==> src/hdl/qcom_cmd_pkg.sv <==
////////////////////
// QICK board command formats
// Host command as written by the host side and buffered,
// exec command as presented to the local and network executors
////////////////////
package qcom_cmd_pkg;

    ////////////////////
    // Field widths
    ////////////////////

    // Host side operation code
    localparam int HOST_OP_W = 5;
    // Target address within the board
    localparam int ADDR_W    = 4;
    // Payload word
    localparam int DATA_W    = 32;
    // Repacked op seen by the executors
    localparam int EXEC_OP_W = 8;

    // Host op bit selecting a local request, network otherwise
    localparam int OP_LOC_BIT = 4;

    ////////////////////
    // Command structs
    ////////////////////

    // One host command, also the FIFO payload (41 bits)
    typedef struct packed {
        logic [HOST_OP_W-1:0] op;
        logic [ADDR_W-1:0]    addr;
        logic [DATA_W-1:0]    data;
    } host_cmd_t;

    // Issued command, op is {host op[3:0], addr}
    typedef struct packed {
        logic [EXEC_OP_W-1:0] op;
        logic [DATA_W-1:0]    data;
    } exec_cmd_t;

endpackage

==> src/hdl/qcom_ctrl_pkg.sv <==
////////////////////
// QICK command path control definitions
// Issue FSM encoding and debug counter widths
////////////////////
package qcom_ctrl_pkg;

    // Issued and dropped command counters, free running and wrapping
    localparam int CNTR_W = 4;

    // Issue FSM state register width
    localparam int STATE_W = 2;

    ////////////////////
    // Issue FSM states
    ////////////////////

    // IDLE     waiting for a buffered command
    // LOC_REQ  local request held until ack
    // NET_REQ  network request held until ack
    // ACK      request dropped, waiting for ack to fall
    typedef enum logic [STATE_W-1:0] {
        IDLE    = 2'b00,
        LOC_REQ = 2'b01,
        NET_REQ = 2'b10,
        ACK     = 2'b11
    } issue_state_t;

endpackage

==> src/hdl/cmd_fifo.sv <==
////////////////////
// Command FIFO
// First-word-fall-through circular buffer for any packed payload,
// head word shown combinationally along with empty and level
////////////////////
`timescale 1ns/1ps

module cmd_fifo #(
    parameter type T     = logic [7:0],
    parameter int  DEPTH = 4
) (
    input  logic                     i_clk,
    input  logic                     i_rstn,
    // Write side
    input  logic                     i_push,
    input  T                         i_wdata,
    // Read side
    input  logic                     i_pop,
    output T                         o_rdata,
    output logic                     o_empty,
    // Occupancy, 0 to DEPTH
    output logic [$clog2(DEPTH):0]   o_level
);

    // Pointer width, at least one bit
    localparam int PTR_W = (DEPTH > 1) ? $clog2(DEPTH) : 1;
    localparam int LVL_W = $clog2(DEPTH) + 1;

    // Storage, payload only
    T                   mem [DEPTH];

    logic [PTR_W-1:0]   wr_ptr_r;
    logic [PTR_W-1:0]   rd_ptr_r;
    logic [LVL_W-1:0]   count_r;

    ////////////////////
    // Storage write
    ////////////////////

    always_ff @(posedge i_clk) begin
        if (i_push) begin
            mem[wr_ptr_r] <= i_wdata;
        end
    end

    ////////////////////
    // Pointers and count
    ////////////////////

    // Neighbors never push when full or pop when empty
    // Power of two depth, pointers wrap on their own
    always_ff @(posedge i_clk) begin
        if (!i_rstn) begin
            wr_ptr_r <= '0;
            rd_ptr_r <= '0;
            count_r  <= '0;
        end else begin
            if (i_push) begin
                wr_ptr_r <= wr_ptr_r + 1'b1;
            end
            if (i_pop) begin
                rd_ptr_r <= rd_ptr_r + 1'b1;
            end
            // Simultaneous push and pop keeps the count
            case ({i_push, i_pop})
                2'b10:   count_r <= count_r + 1'b1;
                2'b01:   count_r <= count_r - 1'b1;
                default: count_r <= count_r;
            endcase
        end
    end

    // Head word falls through
    assign o_rdata = mem[rd_ptr_r];
    assign o_empty = (count_r == '0);
    assign o_level = count_r;

endmodule

==> src/hdl/host_cmd_port.sv <==
////////////////////
// Host command port
// Packs host command strobes into a host_cmd_t and writes them
// to the command FIFO, drops and counts strobes while it is full
////////////////////
`timescale 1ns/1ps

module host_cmd_port #(
    parameter int FIFO_DEPTH = 4
) (
    input  logic                                   i_clk,
    input  logic                                   i_rstn,
    // Host strobe
    input  logic                                   i_valid,
    input  logic [qcom_cmd_pkg::HOST_OP_W-1:0]     i_op,
    input  logic [qcom_cmd_pkg::ADDR_W-1:0]        i_addr,
    input  logic [qcom_cmd_pkg::DATA_W-1:0]        i_data,
    // FIFO occupancy
    input  logic [$clog2(FIFO_DEPTH):0]            i_level,
    // FIFO write side
    output logic                                   o_push,
    output qcom_cmd_pkg::host_cmd_t                o_cmd,
    // Debug
    output logic [qcom_ctrl_pkg::CNTR_W-1:0]       o_drop_cntr
);

    localparam int LVL_W = $clog2(FIFO_DEPTH) + 1;

    logic                                   room;
    logic [qcom_ctrl_pkg::CNTR_W-1:0]       drop_cntr_r;

    // Only fullness test in the path, FIFO itself does not guard
    assign room = (i_level < LVL_W'(FIFO_DEPTH));

    // Command is written into the FIFO slot on the sampling edge
    assign o_push     = i_valid && room;
    assign o_cmd.op   = i_op;
    assign o_cmd.addr = i_addr;
    assign o_cmd.data = i_data;

    ////////////////////
    // Drop counter
    ////////////////////

    // Wraps silently, debug only
    always_ff @(posedge i_clk) begin
        if (!i_rstn) begin
            drop_cntr_r <= '0;
        end else if (i_valid && !room) begin
            drop_cntr_r <= drop_cntr_r + 1'b1;
        end
    end

    assign o_drop_cntr = drop_cntr_r;

endmodule

==> src/hdl/qcom_cmd_top.sv <==
////////////////////
// QICK board command path top
// Host port feeds the command FIFO, issue block drains it
// toward the local and network executors
////////////////////
`timescale 1ns/1ps

module qcom_cmd_top #(
    parameter int FIFO_DEPTH = 4
) (
    input  logic                                i_clk,
    input  logic                                i_rstn,
    // Host command strobe
    input  logic                                i_valid,
    input  logic [qcom_cmd_pkg::HOST_OP_W-1:0]  i_op,
    input  logic [qcom_cmd_pkg::ADDR_W-1:0]     i_addr,
    input  logic [qcom_cmd_pkg::DATA_W-1:0]     i_data,
    // Executor handshake
    input  logic                                i_ack,
    output logic                                o_req_loc,
    output logic                                o_req_net,
    output logic [qcom_cmd_pkg::EXEC_OP_W-1:0]  o_op,
    output logic [qcom_cmd_pkg::DATA_W-1:0]     o_data,
    // Debug counters
    output logic [qcom_ctrl_pkg::CNTR_W-1:0]    o_data_cntr,
    output logic [qcom_ctrl_pkg::CNTR_W-1:0]    o_drop_cntr
);

    import qcom_cmd_pkg::*;

    // Producer to buffer
    logic                           push;
    host_cmd_t                      push_cmd;
    logic [$clog2(FIFO_DEPTH):0]    level;
    // Buffer to consumer
    host_cmd_t                      head_cmd;
    logic                           empty;
    logic                           pop;
    // Consumer to executors
    exec_cmd_t                      exec_cmd;

    host_cmd_port #(
        .FIFO_DEPTH (FIFO_DEPTH)
    ) i_port (
        .i_clk       (i_clk),
        .i_rstn      (i_rstn),
        .i_valid     (i_valid),
        .i_op        (i_op),
        .i_addr      (i_addr),
        .i_data      (i_data),
        .i_level     (level),
        .o_push      (push),
        .o_cmd       (push_cmd),
        .o_drop_cntr (o_drop_cntr)
    );

    cmd_fifo #(
        .T     (host_cmd_t),
        .DEPTH (FIFO_DEPTH)
    ) i_fifo (
        .i_clk   (i_clk),
        .i_rstn  (i_rstn),
        .i_push  (push),
        .i_wdata (push_cmd),
        .i_pop   (pop),
        .o_rdata (head_cmd),
        .o_empty (empty),
        .o_level (level)
    );

    req_ack_cmd i_issue (
        .i_clk       (i_clk),
        .i_rstn      (i_rstn),
        .i_empty     (empty),
        .i_cmd       (head_cmd),
        .o_pop       (pop),
        .i_ack       (i_ack),
        .o_req_loc   (o_req_loc),
        .o_req_net   (o_req_net),
        .o_cmd       (exec_cmd),
        .o_data_cntr (o_data_cntr)
    );

    // Split issued command onto the executor bus
    assign o_op   = exec_cmd.op;
    assign o_data = exec_cmd.data;

endmodule

==> src/hdl/req_ack_cmd.sv <==
////////////////////
// Command issue with four-phase handshake
// Pops one buffered command, raises a local or network request
// with the repacked op and data, then waits for ack to rise and fall
////////////////////
`timescale 1ns/1ps

module req_ack_cmd (
    input  logic                                i_clk,
    input  logic                                i_rstn,
    // FIFO read side
    input  logic                                i_empty,
    input  qcom_cmd_pkg::host_cmd_t             i_cmd,
    output logic                                o_pop,
    // Executor handshake
    input  logic                                i_ack,
    output logic                                o_req_loc,
    output logic                                o_req_net,
    output qcom_cmd_pkg::exec_cmd_t             o_cmd,
    // Debug
    output logic [qcom_ctrl_pkg::CNTR_W-1:0]    o_data_cntr
);

    import qcom_cmd_pkg::*;
    import qcom_ctrl_pkg::*;

    issue_state_t           state_r;
    issue_state_t           state_n;

    logic                   req_loc_r;
    logic                   req_net_r;
    exec_cmd_t              cmd_r;
    logic [CNTR_W-1:0]      cntr_r;

    // Take the head word only when idle
    assign o_pop = (state_r == IDLE) && !i_empty;

    ////////////////////
    // Next state
    ////////////////////

    always_comb begin
        state_n = state_r;
        case (state_r)
            IDLE: begin
                // Op bit picks local vs network executor
                if (o_pop) begin
                    state_n = i_cmd.op[OP_LOC_BIT] ? LOC_REQ : NET_REQ;
                end
            end
            LOC_REQ, NET_REQ: begin
                // Hold request until ack rises
                if (i_ack) begin
                    state_n = ACK;
                end
            end
            ACK: begin
                // Back to idle once ack released
                if (!i_ack) begin
                    state_n = IDLE;
                end
            end
            default: state_n = IDLE;
        endcase
    end

    ////////////////////
    // State and requests
    ////////////////////

    // Requests registered from next state, in step with op and data
    always_ff @(posedge i_clk) begin
        if (!i_rstn) begin
            state_r   <= IDLE;
            req_loc_r <= 1'b0;
            req_net_r <= 1'b0;
        end else begin
            state_r   <= state_n;
            req_loc_r <= (state_n == LOC_REQ);
            req_net_r <= (state_n == NET_REQ);
        end
    end

    // Command latch and issued counter, loaded on pop
    always_ff @(posedge i_clk) begin
        if (!i_rstn) begin
            cmd_r  <= '0;
            cntr_r <= '0;
        end else if (o_pop) begin
            cmd_r.op   <= {i_cmd.op[3:0], i_cmd.addr};
            cmd_r.data <= i_cmd.data;
            cntr_r     <= cntr_r + 1'b1;
        end
    end

    assign o_req_loc   = req_loc_r;
    assign o_req_net   = req_net_r;
    assign o_cmd       = cmd_r;
    assign o_data_cntr = cntr_r;

endmodule

==> config.mk <==
export PLATFORM = sky130hd
export DESIGN_NAME = qcom_cmd_top
export DESIGN_NICKNAME = d
export VERILOG_FILES = /design/src/hdl/qcom_cmd_pkg.sv /design/src/hdl/qcom_ctrl_pkg.sv /design/src/hdl/cmd_fifo.sv /design/src/hdl/host_cmd_port.sv /design/src/hdl/qcom_cmd_top.sv /design/src/hdl/req_ack_cmd.sv
export SDC_FILE = /design/constraint.sdc
export NUM_CORES = 1
export LEC_CHECK = 0
export BUFFER_PORTS_ARGS = -buffer_cell sky130_fd_sc_hd__buf_2
export CAP_MARGIN = 20
export CORE_UTILIZATION = 30
export DETAILED_ROUTE_END_ITERATION = 8
export MAX_ROUTING_LAYER = met4
export SYNTH_ARGS = -nofsm -noshare
export SYNTH_HDL_FRONTEND = slang
export SYNTH_SLANG_ARGS = --single-unit
==> constraint.sdc <==
create_clock -name i_clk -period 2.1 [get_ports i_clk]
set_input_delay 0.42 -clock i_clk [delete_from_list [all_inputs] [get_ports i_clk]]
set_output_delay 0.42 -clock i_clk [all_outputs]
set_load 0.01 [all_outputs]
==> results of run 1 <==
through the flow:
stage                     power [mW]    util  setup slack (ps)  hold slack (ps)  cells
final                          13.27  0.3777             171.1            119.1    882
after global routing           13.91  0.3777             41.40            102.5    882
after CTS                      13.44  0.3770             65.37            96.39    880
after detailed placement       9.015  0.3451             36.55            462.1    834
after global placement         8.886  0.3451             107.5            450.2    834
after floorplan                7.865       -             121.8            425.4    414
critical path, stage by stage (launching register included):
cell     delay [ps]
dfxtp_1         330
or2_1           250
nor2_2          110
ha_2            190
inv_1            50
fa_2            330
xor2_1          160
or3_1           300
a21oi_1         130
where the power goes:
part	leakage [nW]	total, mW	switching [mW]	internal, mW
registers	2.00	6.01	0.369	5.64
logic	1.12	2.88	1.55	1.33
clock network	0.404	4.38	1.69	2.69
total	3.52	13.3	3.61	9.66
cells by family after synthesis:
group	synth area share
compound gates	0.05758
xor+xnor	0.005403
fa+ha+maj	0.01328
buf+inv	0.01976
flops	0.7583
mux	0.1176
simple gates	0.02810
area by class of cell:
class | count | share of cell area
flip-flops and latches | 225 | 0.6198
multi-input cells | 159 | 0.1830
clock buffers | 34 | 0.07047
repair buffers | 109 | 0.06757
well taps | 335 | 0.04223
clock inverters | 12 | 0.01399
inverters | 7 | 0.002647
diodes | 1 | 0.0002521
cell usage in the layout, fill, tap and decap left out, types with 4 or more instances in the layout:
cell type  count
nor2_1         8
a21oi_1       10
a22o_1        40
buf_2         94
clkbuf_8       4
mux4_2        41
buf_4          8
xor2_1         4
clkinv_1       4
and2_2         4
o21ai_0        5
or3_1          5
ha_1           6
clkbuf_16     25
buf_12         7
nand2_1        5
inv_1          6
clkbuf_1       5
edfxtp_1     164
nand3_1        9
dfxtp_1       58
how the worst min path moves through the flow:
stage                              to                from  cells past startpoint  slack (ps)
floorplan           i_issue.o_req_loc  i_issue.state_r[1]                      1         430
global placement    i_issue.o_req_loc  i_issue.state_r[1]                      1         450
detailed placement  i_issue.o_cmd[39]   i_issue.o_cmd[39]                      1         460
CTS                 i_fifo.mem[2][32]           i_addr[0]                      1         100
global route         i_fifo.mem[0][9]           i_data[9]                      1         100
finish              i_fifo.mem[2][19]          i_data[19]                      1         120
per-layer routing:
metal / wire (µm) / track usage / up-vias
met2: 7811 / 0.1940 / 94
met1: 6962 / 0.1435 / 2095
met4: 395 / 0.03704 / 0
li1: - / - / 1902
met5: 0 / - / -
met3: 703 / 0.02574 / 26
registers in the layout, summed over array words and instances, names as in the netlist, named ones only:
register             cells
i_issue.o_req_loc        1
i_fifo.rd_ptr_r          2
i_port.o_drop_cntr       4
i_issue.o_req_net        1
i_fifo.o_level           3
i_issue.state_r          2
i_issue.o_cmd           40
i_issue.o_data_cntr      4
i_fifo.wr_ptr_r          2
i_fifo.mem             164
timing repair:
action,in CTS,in global routing
gates resized for setup,0,4
buffers inserted,0,1
setup endpoints to repair,0,1
==> metrics.md, run 1 <==
| Metric | Value |
|---|---|
| Sequential Area | 0.006152 mm² |
| Final nets | a little under 600 |
| DR iter-0 viols | roughly 210 |
| PwrDens | between 1000 and 1500 mW/mm² |
| Share of the synthesized area in the top cell type | 0.6076 |
| Design Area, Final | ~0.0099 mm² |
| RSZ-0062 raised after global routing | false |
| Crit path to | i_fifo.o_level[2] |
| Avg WL per Cell | roughly 18 µm |
| Final Max Tran Viols | 0 |
| Status | complete, but fails checks |
| CP Data Arrival Time | 2370 ps |
| Sinks on Clock Net | ~230 |
| Hold_buf cts | 0 |
| H-tree levels | 1 |
| Final GP Congestion | roughly 0.65 |
| Die X-Extent | 166.4 µm |
| Setup violations, final | 0 |
| Max Clock Freq | 518.4 MHz |
| CP Max Fanout | 4 |
| Yosys top cell by area | edfxtp_1 |
| IO buf count | 94 |
| Worst setup SP type | flop |
| Remaining DRCs | 8 |
| Initial antenna violation count | 1 |
| Skew final | approximately 10 ps |
| TritonRoute pass-1 iters | 6 |
| IO Pins | 95 |
| Footprint of the multi-input gates | around 0.0018 mm² |
| Share of layout cells above drive strength 1 | 0.3681 |
| Commonest cells in the netlist | 164 x edfxtp_1, 61 x dfxtp_1, 41 x mux4_2, 40 x a22o_1, 11 x buf_2 |
| Cells after Synth | ~410 |
| Post-synth EDFFs | between 150 and 200 |
| Fin crit share | 0.9185 |
| Grt total ovfl | 0 |
| Area growth syn-to-layout | 22.46% |
| FF-to-FF setup slack | approximately 170 ps |
| Min Clock Period, post-route | between 1500 and 2000 ps |
| DP Area | around 0.0091 mm² |
| Post-synthesis async set-or-reset flop share | 0 |
| Syn nets | 467 |
| Deepest clock path buffer count | 3 |
| Yosys reg bits | around 230 |
| Leak Pwr | between 3 and 4 nW |
| Core box area | 0.02628 mm² |
| Cts bufs inserted | 25 |
| Cell Area, Synth | 0.008105 mm² |
| Yosys cell types | 34 |
| Failing checks | design-rule violations |
| Synth Warn # | 0 |
| CP endpoint kind | flop |
| CP startpoint | i_issue.state_r[1] |
| Drt via density | between 4 and 5 |
| Post-Route WL | between 15000 and 20000 µm |
| CTS tree | done |
| HPWL after DPL | a little over 9000 µm |
| Die height | roughly 170 µm |
| Sequential share of the synthesized area | 0.7583 |
| GRT Total Usage | 0.1175 |
| Dominant cells by area after synthesis | edfxtp_1 61%, dfxtp_1 15%, mux4_2 11% |
| Worst reg2reg startpoint | i_issue.state_r[1] |
| Starting Density | 0.3084 |
| Detail Route Antenna Nets | 0 |
| Synth Area per Inst | ~20 µm² |
| Synth Flop Type | edfxtp_1 |
| HP Class | input port to flop |
| Cells on worst reg2reg path | 8 |
| Relative slew slack | 0.6137 |
| Reg clk slew, reported paths | approximately 60 ps |
| DIE AREA | 0.02768 mm² |
| Root Buffer | clkbuf_16 |
| Clock Latency Late Sink | 520 ps |
| Crit Path Class | flop to flop |
| Maximum VDD drop | 0.4750 mV |
| WP data required | around 2500 ps |
| Max-cap viol count | 0 |
| Largest net degree at the start of global routing | 42 |
| Vias in the first global route | 4380 |
| Vias after detailed routing | between 4000 and 5000 |
| Cell Rows | 59 |
| R2r endpoint | i_fifo.o_level[2] |
| Fin. Hold Viols | 0 |
| Setup TNS | 0 ps |
| Global-route wire length before repair | 24530 µm |
| Most frequent cell after synthesis | edfxtp_1 |
| Worst slew pin tran | 577.3 ps |
| Filler cells | about 2400 |
(Power assumes the default switching activity.)
==> inputs of run 2 (changes only) <==
--- a/config.mk
+++ b/config.mk
@@ -7,6 +7,7 @@
 export LEC_CHECK = 0
 export BUFFER_PORTS_ARGS = -buffer_cell sky130_fd_sc_hd__buf_2
 export CAP_MARGIN = 20
+export CORE_ASPECT_RATIO = 0.9
 export CORE_UTILIZATION = 30
 export DETAILED_ROUTE_END_ITERATION = 8
 export MAX_ROUTING_LAYER = met4
==> run 2 against run 1 <==
- the run now ends clean
- power up 0.84%
- clock skew about the same
- first-iteration DRC count up 15%
- sequential cell count unchanged
- sequential share of layout area down 0.55 points
- die area about the same
- via count up 2.4%
- critical endpoint unchanged
- highest routed layer unchanged
==> metrics.md, run 2 (synthesis results as in run 1) <==
| Metric | Value |
|---|---|
| Maximum VDD drop | between 0.5 and 0.6 mV |
| Cells on worst reg2reg path | 8 |
| Post-CTS Setup Inserts | 0 |
| Max reg flops | roughly 160 |
| CP Data Arrival Time | about 2500 ps |
| Max-cap viol count | 0 |
| Reg clk slew, reported paths | roughly 60 ps |
| Die height | roughly 160 µm |
| Deepest clock path buffer count | 3 |
| RSZ-0062 raised after global routing | false |
| Relative slew slack | 0.7084 |
| CP bufs+invs | 1 |
| Post-Route WL | 16540 µm |
| Crit path max-delay family | simple AND/OR/NAND/NOR gates |
| IO buf count | between 90 and 100 |
| PwrDens | between 1000 and 1500 mW/mm² |
| Min-Delay Path Depth | 1 |
| HP Class | input port to flop |
| Worst slew pin tran | approximately 440 ps |
| Worst setup SP type | flop |
| TritonRoute pass-1 iters | 4 |
| Setup violations, final | 0 |
| Fin. Hold Viols | 0 |
| Initial antenna violation count | 1 |
| Final Max Tran Viols | 0 |
| Share of layout cells above drive strength 1 | 0.3789 |
| Vias in the first global route | ~4500 |
| Global-route wire length before repair | between 20000 and 30000 µm |
| CTS tree | done |
| Final GP Congestion | just over 0.7 |
| Critical path depth | 8 |
| Cts repair resizes | 0 |
| Leak Pwr | roughly 3.6 nW |
| Setup TNS | 0 ps |
| Cell Rows | 56 |
| Cts bufs inserted | 24 |
| Drt via density | around 4.7 |
| Crit-path max cell delay | between 300 and 400 ps |
| Commonest non-fill, non-tap cell in the layout | edfxtp_1 |
| WHS Endpoint | i_fifo.mem[3][23] |
| Filler cells | roughly 2400 |
| Fin crit share | 0.9617 |
| Most frequent cells in the layout | 164 x edfxtp_1, 94 x buf_2, 56 x dfxtp_1 |
| R2r endpoint | i_fifo.o_level[2] |
| Core box area | 0.02628 mm² |
| Clock Latency Late Sink | 510 ps |
| Grt total ovfl | 0 |
| DIE AREA | 0.02768 mm² |
| Critical Path, Cell by Cell | or2_4 > nor2_2 > ha_2 > inv_1 > fa_1 > xor2_1 > or3_1 > a21oi_2 |
| Crit Path Class | flop to flop |
| WP data required | between 2000 and 3000 ps |
| Remaining DRCs | 0 |
| Skew final | a little over 10 ps |
| IO Pins | 95 |
| Area growth syn-to-layout | 23.60% |
| CP endpoint kind | flop |
| Final nets | 584 |
| Root Buffer | clkbuf_16 |
| Status | completed |
| Avg WL per Cell | around 18 µm |
| Max Clock Freq | 495.2 MHz |
| Worst reg2reg startpoint | i_issue.state_r[1] |
| H-tree levels | 1 |
| Worst hold margin | between 100 and 150 ps |
| Hold Crit Start | i_data[23] |
| Detail Route Antenna Nets | 0 |
| FF-to-FF setup slack | around 80 ps |
| HPWL after DPL | between 10000 and 15000 µm |
| Sinks on Clock Net | roughly 230 |
| DR iter-0 viols | 244 |
| Min Clock Period, post-route | between 2000 and 2500 ps |
| Largest net degree at the start of global routing | 29 |
| CP Max Fanout | 4 |
| Total Power | roughly 13 mW |
| Die X-Extent | 175.3 µm |
| Largest Register | i_fifo.mem |
| CP max stage cell | fa_1 |
| Vias after detailed routing | between 4000 and 5000 |
| Hold_buf cts | 0 |
| Starting Density | 0.3085 |
| GRT Total Usage | 0.1264 |
==> run 2: per-stage QoR <==
step	util	worst slack, ps	cells	cell area (µm²)
floorplan	-	121.8	414	8110
global placement	0.3489	99.97	853	9168
detailed placement	0.3489	25.36	853	9168
CTS	0.3806	76.42	897	10000
global route	0.3813	14.12	898	10020
finish	0.3813	80.45	898	10020
==> run 2: where the power goes <==
part	total (mW)	switching, mW	internal, mW	leakage (nW)
sequential	6.02	0.375	5.64	2.00
clock	4.39	1.65	2.74	0.401
combinational	2.99	1.60	1.39	1.15
total	13.4	3.62	9.77	3.56
==> run 2: final cells by class <==
type	instances	area [µm²]	area share
Sequential cell	225	6155	0.6143
Multi-Input combinational cell	159	1821	0.1817
Timing Repair Buffer	114	745.7	0.07443
Clock buffer	33	675.6	0.06744
Tap cell	348	435.4	0.04346
Clock inverter	11	157.7	0.01574
Inverter	7	26.28	0.002623
Antenna cell	1	2.502	0.0002498
==> run 2: worst max-delay path by stage <==
stage | from | to | slack [ps]
after CTS | i_issue.state_r[0] | i_fifo.o_level[2] | 80
final | i_issue.state_r[1] | i_fifo.o_level[2] | 80
after global placement | i_valid | i_fifo.o_level[2] | 100
after global routing | i_issue.state_r[1] | i_fifo.o_level[2] | 10
after detailed placement | i_valid | i_fifo.o_level[2] | 30
after floorplan | i_issue.state_r[0] | i_fifo.o_level[2] | 120
==> run 2: worst register-to-register path, cell delays in order, from the launching register on <==
cell     delay [ps]
dfxtp_2         340
or2_4           250
nor2_2          120
ha_2            200
inv_1            60
fa_1            370
xor2_1          150
or3_1           320
a21oi_2         140
==> run 2: routing by layer <==
layer  wire, µm  GRT usage  part of all wire  vias up
met4        372    0.03975             0.022        0
li1           -          -                 -     1909
met1       7337     0.1541              0.44     2175
met3        806    0.02930             0.049       28
met2       8018     0.2090              0.48      102
met5          0          -                 0        -
==> inputs of run 3 (changes only) <==
--- a/config.mk
+++ b/config.mk
@@ -13,4 +13,5 @@
 export MAX_ROUTING_LAYER = met4
 export SYNTH_ARGS = -nofsm -noshare
 export SYNTH_HDL_FRONTEND = slang
+export SYNTH_HIERARCHICAL = 1
 export SYNTH_SLANG_ARGS = --single-unit
==> run 3 against run 2 <==
- sequential share of layout area down 1.4 points
- synthesized area rose by 7.8%
- clock power down 2%
==> metrics.md, run 3 <==
| Metric | Value |
|---|---|
| Status | completed |
| Area growth syn-to-layout | 17.34% |
| Critical Path, Cell by Cell | nor3_2 > or3_4 > clkinv_8 > ha_4 > inv_1 > fa_2 > xor2_1 > or3_1 > a21boi_1 |
| Most frequent cell after synthesis | edfxtp_1 |
| WHS Endpoint | i_fifo/mem[1][19] |
| Final GP Congestion | slightly above 0.7 |
| Share of the synthesized area in the top cell type | 0.5637 |
| Setup violations, final | 0 |
| CP max stage cell | or3_4 |
| Grt total ovfl | 0 |
| Compound-cell area share of the yosys netlist | 0.04511 |
| Dominant cells by area after synthesis | edfxtp_1 56%, dfxtp_1 14%, mux4_2 10% |
| IO Pins | between 90 and 100 |
| Core box area | roughly 0.028 mm² |
| Max reg flops | 164 |
| Synth Warn # | 6 |
| Maximum VDD drop | roughly 0.65 mV |
| CTS tree | done |
| Post-synth EDFFs | about 160 |
| Post-synthesis mux area share | 0.1084 |
| Worst hold margin | 116.2 ps |
| Cells on worst reg2reg path | 9 |
| Largest family of logic cells by synthesized area | multiplexers |
| Filler cells | approximately 2700 |
| Synth Flop Type | edfxtp_1 |
| Adder-Cell Fraction of Synth Area | 0.01232 |
| Final Max Tran Viols | 0 |
| Die height | about 160 µm |
| H-tree levels | 1 |
| RSZ-0062 raised after global routing | false |
| Detail Route Antenna Nets | 0 |
| Min-Delay Path Depth | 1 |
| Crit-path max cell delay | about 370 ps |
| Clock Latency Late Sink | 520 ps |
| Placed Cells | 940 |
| CP Data Arrival Time | between 2000 and 2500 ps |
| Commonest non-fill, non-tap cell in the layout | edfxtp_1 |
| WP data required | between 2000 and 3000 ps |
| Skew final | 17.83 ps |
| Cell Rows | 58 |
| Min Clock Period, post-route | roughly 2000 ps |
| Yosys top cell by area | edfxtp_1 |
| Cells after Synth | around 530 |
| Non-filler cells, final | a little under 1000 |
| DIE AREA | slightly below 0.03 mm² |
| Share of layout cells above drive strength 1 | 0.3307 |
| Yosys cell types | 36 |
| Crit Path Class | flop to flop |
| Cts repair resizes | 1 |
| Vias after detailed routing | ~4400 |
| Synth Area per Inst | between 15 and 20 µm² |
| Fin. Hold Viols | 0 |
| CP Max Fanout | 2 |
| Post-synthesis xor/xnor area fraction | 0.008019 |
| Commonest cells in the netlist | 164 x edfxtp_1, 86 x nand2_1, 61 x dfxtp_1, 41 x buf_4 |
| Fin crit share | 0.9474 |
| Starting Density | 0.3087 |
| Syn nets | roughly 580 |
| Sequential Area | between 0.006 and 0.007 mm² |
| DR iter-0 viols | 167 |
| Post-synthesis async set-or-reset flop share | 0 |
| Footprint of the multi-input gates | a little over 0.002 mm² |
| Worst setup SP type | flop |
| Post-Route WL | roughly 17000 µm |
| GRT Total Usage | 0.1167 |
| Worst slew pin tran | 559.6 ps |
| Worst reg2reg startpoint | i_fifo/o_level[1] |
| Post-CTS Setup Inserts | 0 |
| Max Clock Freq | 502.7 MHz |
| IO buf count | between 90 and 100 |
| Max-cap viol count | 0 |
| Initial antenna violation count | 1 |
| Yosys reg bits | roughly 230 |
| FF-to-FF setup slack | between 100 and 150 ps |
| TritonRoute pass-1 iters | 4 |
| R2r endpoint | i_fifo/o_level[2] |
| PwrDens | 1308 mW/mm² |
| Final nets | 660 |
| Reg clk slew, reported paths | about 60 ps |
| HP Class | input port to flop |
| Hold_buf cts | 0 |
| Relative slew slack | 0.6270 |
| Drt via density | between 4 and 5 |
| Remaining DRCs | 0 |
| Hold Crit Start | i_data[19] |
| Setup TNS | 0 ps |
| Leak Pwr | ~3.6 nW |
| Cell Area, Synth | 0.008737 mm² |
| Vias in the first global route | around 4500 |
| Largest Register | i_fifo/mem |
| Sinks on Clock Net | about 230 |
| Avg WL per Cell | about 17 µm |
| Root Buffer | clkbuf_16 |
| Most frequent cells in the layout | 164 x edfxtp_1, 94 x buf_2, 86 x nand2_1 |
| Sequential share of the synthesized area | 0.7034 |
| Largest net degree at the start of global routing | 46 |
| HPWL after DPL | just over 10000 µm |
| Global-route wire length before repair | about 26000 µm |
| Deepest clock path buffer count | 3 |
| Post-Synth Simple-Gate Area | 0.06029 |
| Die X-Extent | 181.9 µm |
| CP endpoint kind | flop |
| Cts bufs inserted | 25 |
-- run 3: final cells by class --
class	instances	share of cell area
multi-input cells	231	0.2025
flip-flops and latches	225	0.6004
repair buffers	117	0.07005
clock inverters	15	0.01489
well taps	360	0.04393
inverters	7	0.003783
clock buffers	31	0.06419
diodes	1	0.0002441
-- run 3: worst max-delay path by stage --
| stage | startpoint | end | cells after the start |
|---|---|---|---|
| after floorplan | i_fifo/o_level[2] | i_fifo/o_level[2] | 11 |
| after global placement | i_fifo/o_level[1] | i_fifo/o_level[2] | 9 |
| after detailed placement | i_fifo/o_level[1] | i_fifo/o_level[2] | 9 |
| after CTS | i_fifo/o_level[1] | i_fifo/o_level[2] | 9 |
| after global routing | i_fifo/o_level[1] | i_fifo/o_level[2] | 9 |
| final | i_fifo/o_level[1] | i_fifo/o_level[2] | 9 |
-- run 3: power by group --
part / switching, mW / internal (mW) / total, mW
Clock: 1.70 / 2.59 / 4.29
Sequential: 0.300 / 5.70 / 6.00
Combinational: 1.74 / 1.38 / 3.13
-- run 3: metrics by stage --
| stage | setup WS [ps] | cell area, µm² | utilization | total power, mW |
|---|---|---|---|---|
| after floorplan | -52.50 | 8773 | - | 8.323 |
| after global placement | 33.09 | 9435 | 0.3334 | 9.241 |
| after detailed placement | -17.50 | 9435 | 0.3334 | 9.303 |
| after CTS | 90.08 | 10250 | 0.3622 | 13.68 |
| after global routing | 1.261 | 10250 | 0.3622 | 14.17 |
| final | 110.6 | 10250 | 0.3622 | 13.41 |
-- run 3: worst max-delay path: cells and delay by family, from the launching register on --
kind | cells | cell delay (ps)
xor gates and xnor gates | 1 | 150
DFF | 1 | 350
and+or+nand+nor | 3 | 740
AOI/OAI and AO/OA | 1 | 110
adders and majority gates | 2 | 450
buffers and inverters | 2 | 110
-- run 3: per-layer routing --
metal / wire length (µm) / track usage / up-vias
li1: - / - / 2071
met2: 7557 / 0.1816 / 96
met4: 336 / 0.03247 / 0
met5: 0 / - / -
met1: 7919 / 0.1540 / 2173
met3: 795 / 0.02616 / 30
-- run 3: cell families (layout without fill, tap and decap cells) --
| family | after synthesis | in the layout |
|---|---|---|
| flip-flops | 225 | 225 |
| AND/OR/NAND/NOR | 119 | 119 |
| buffers and inverters | 72 | 170 |
| AO/OA/AOI/OAI | 53 | 53 |
| multiplexers | 43 | 43 |
| adder cells (fa/ha/maj) | 8 | 8 |
| XOR/XNOR | 8 | 8 |
| other | 0 | 1 |
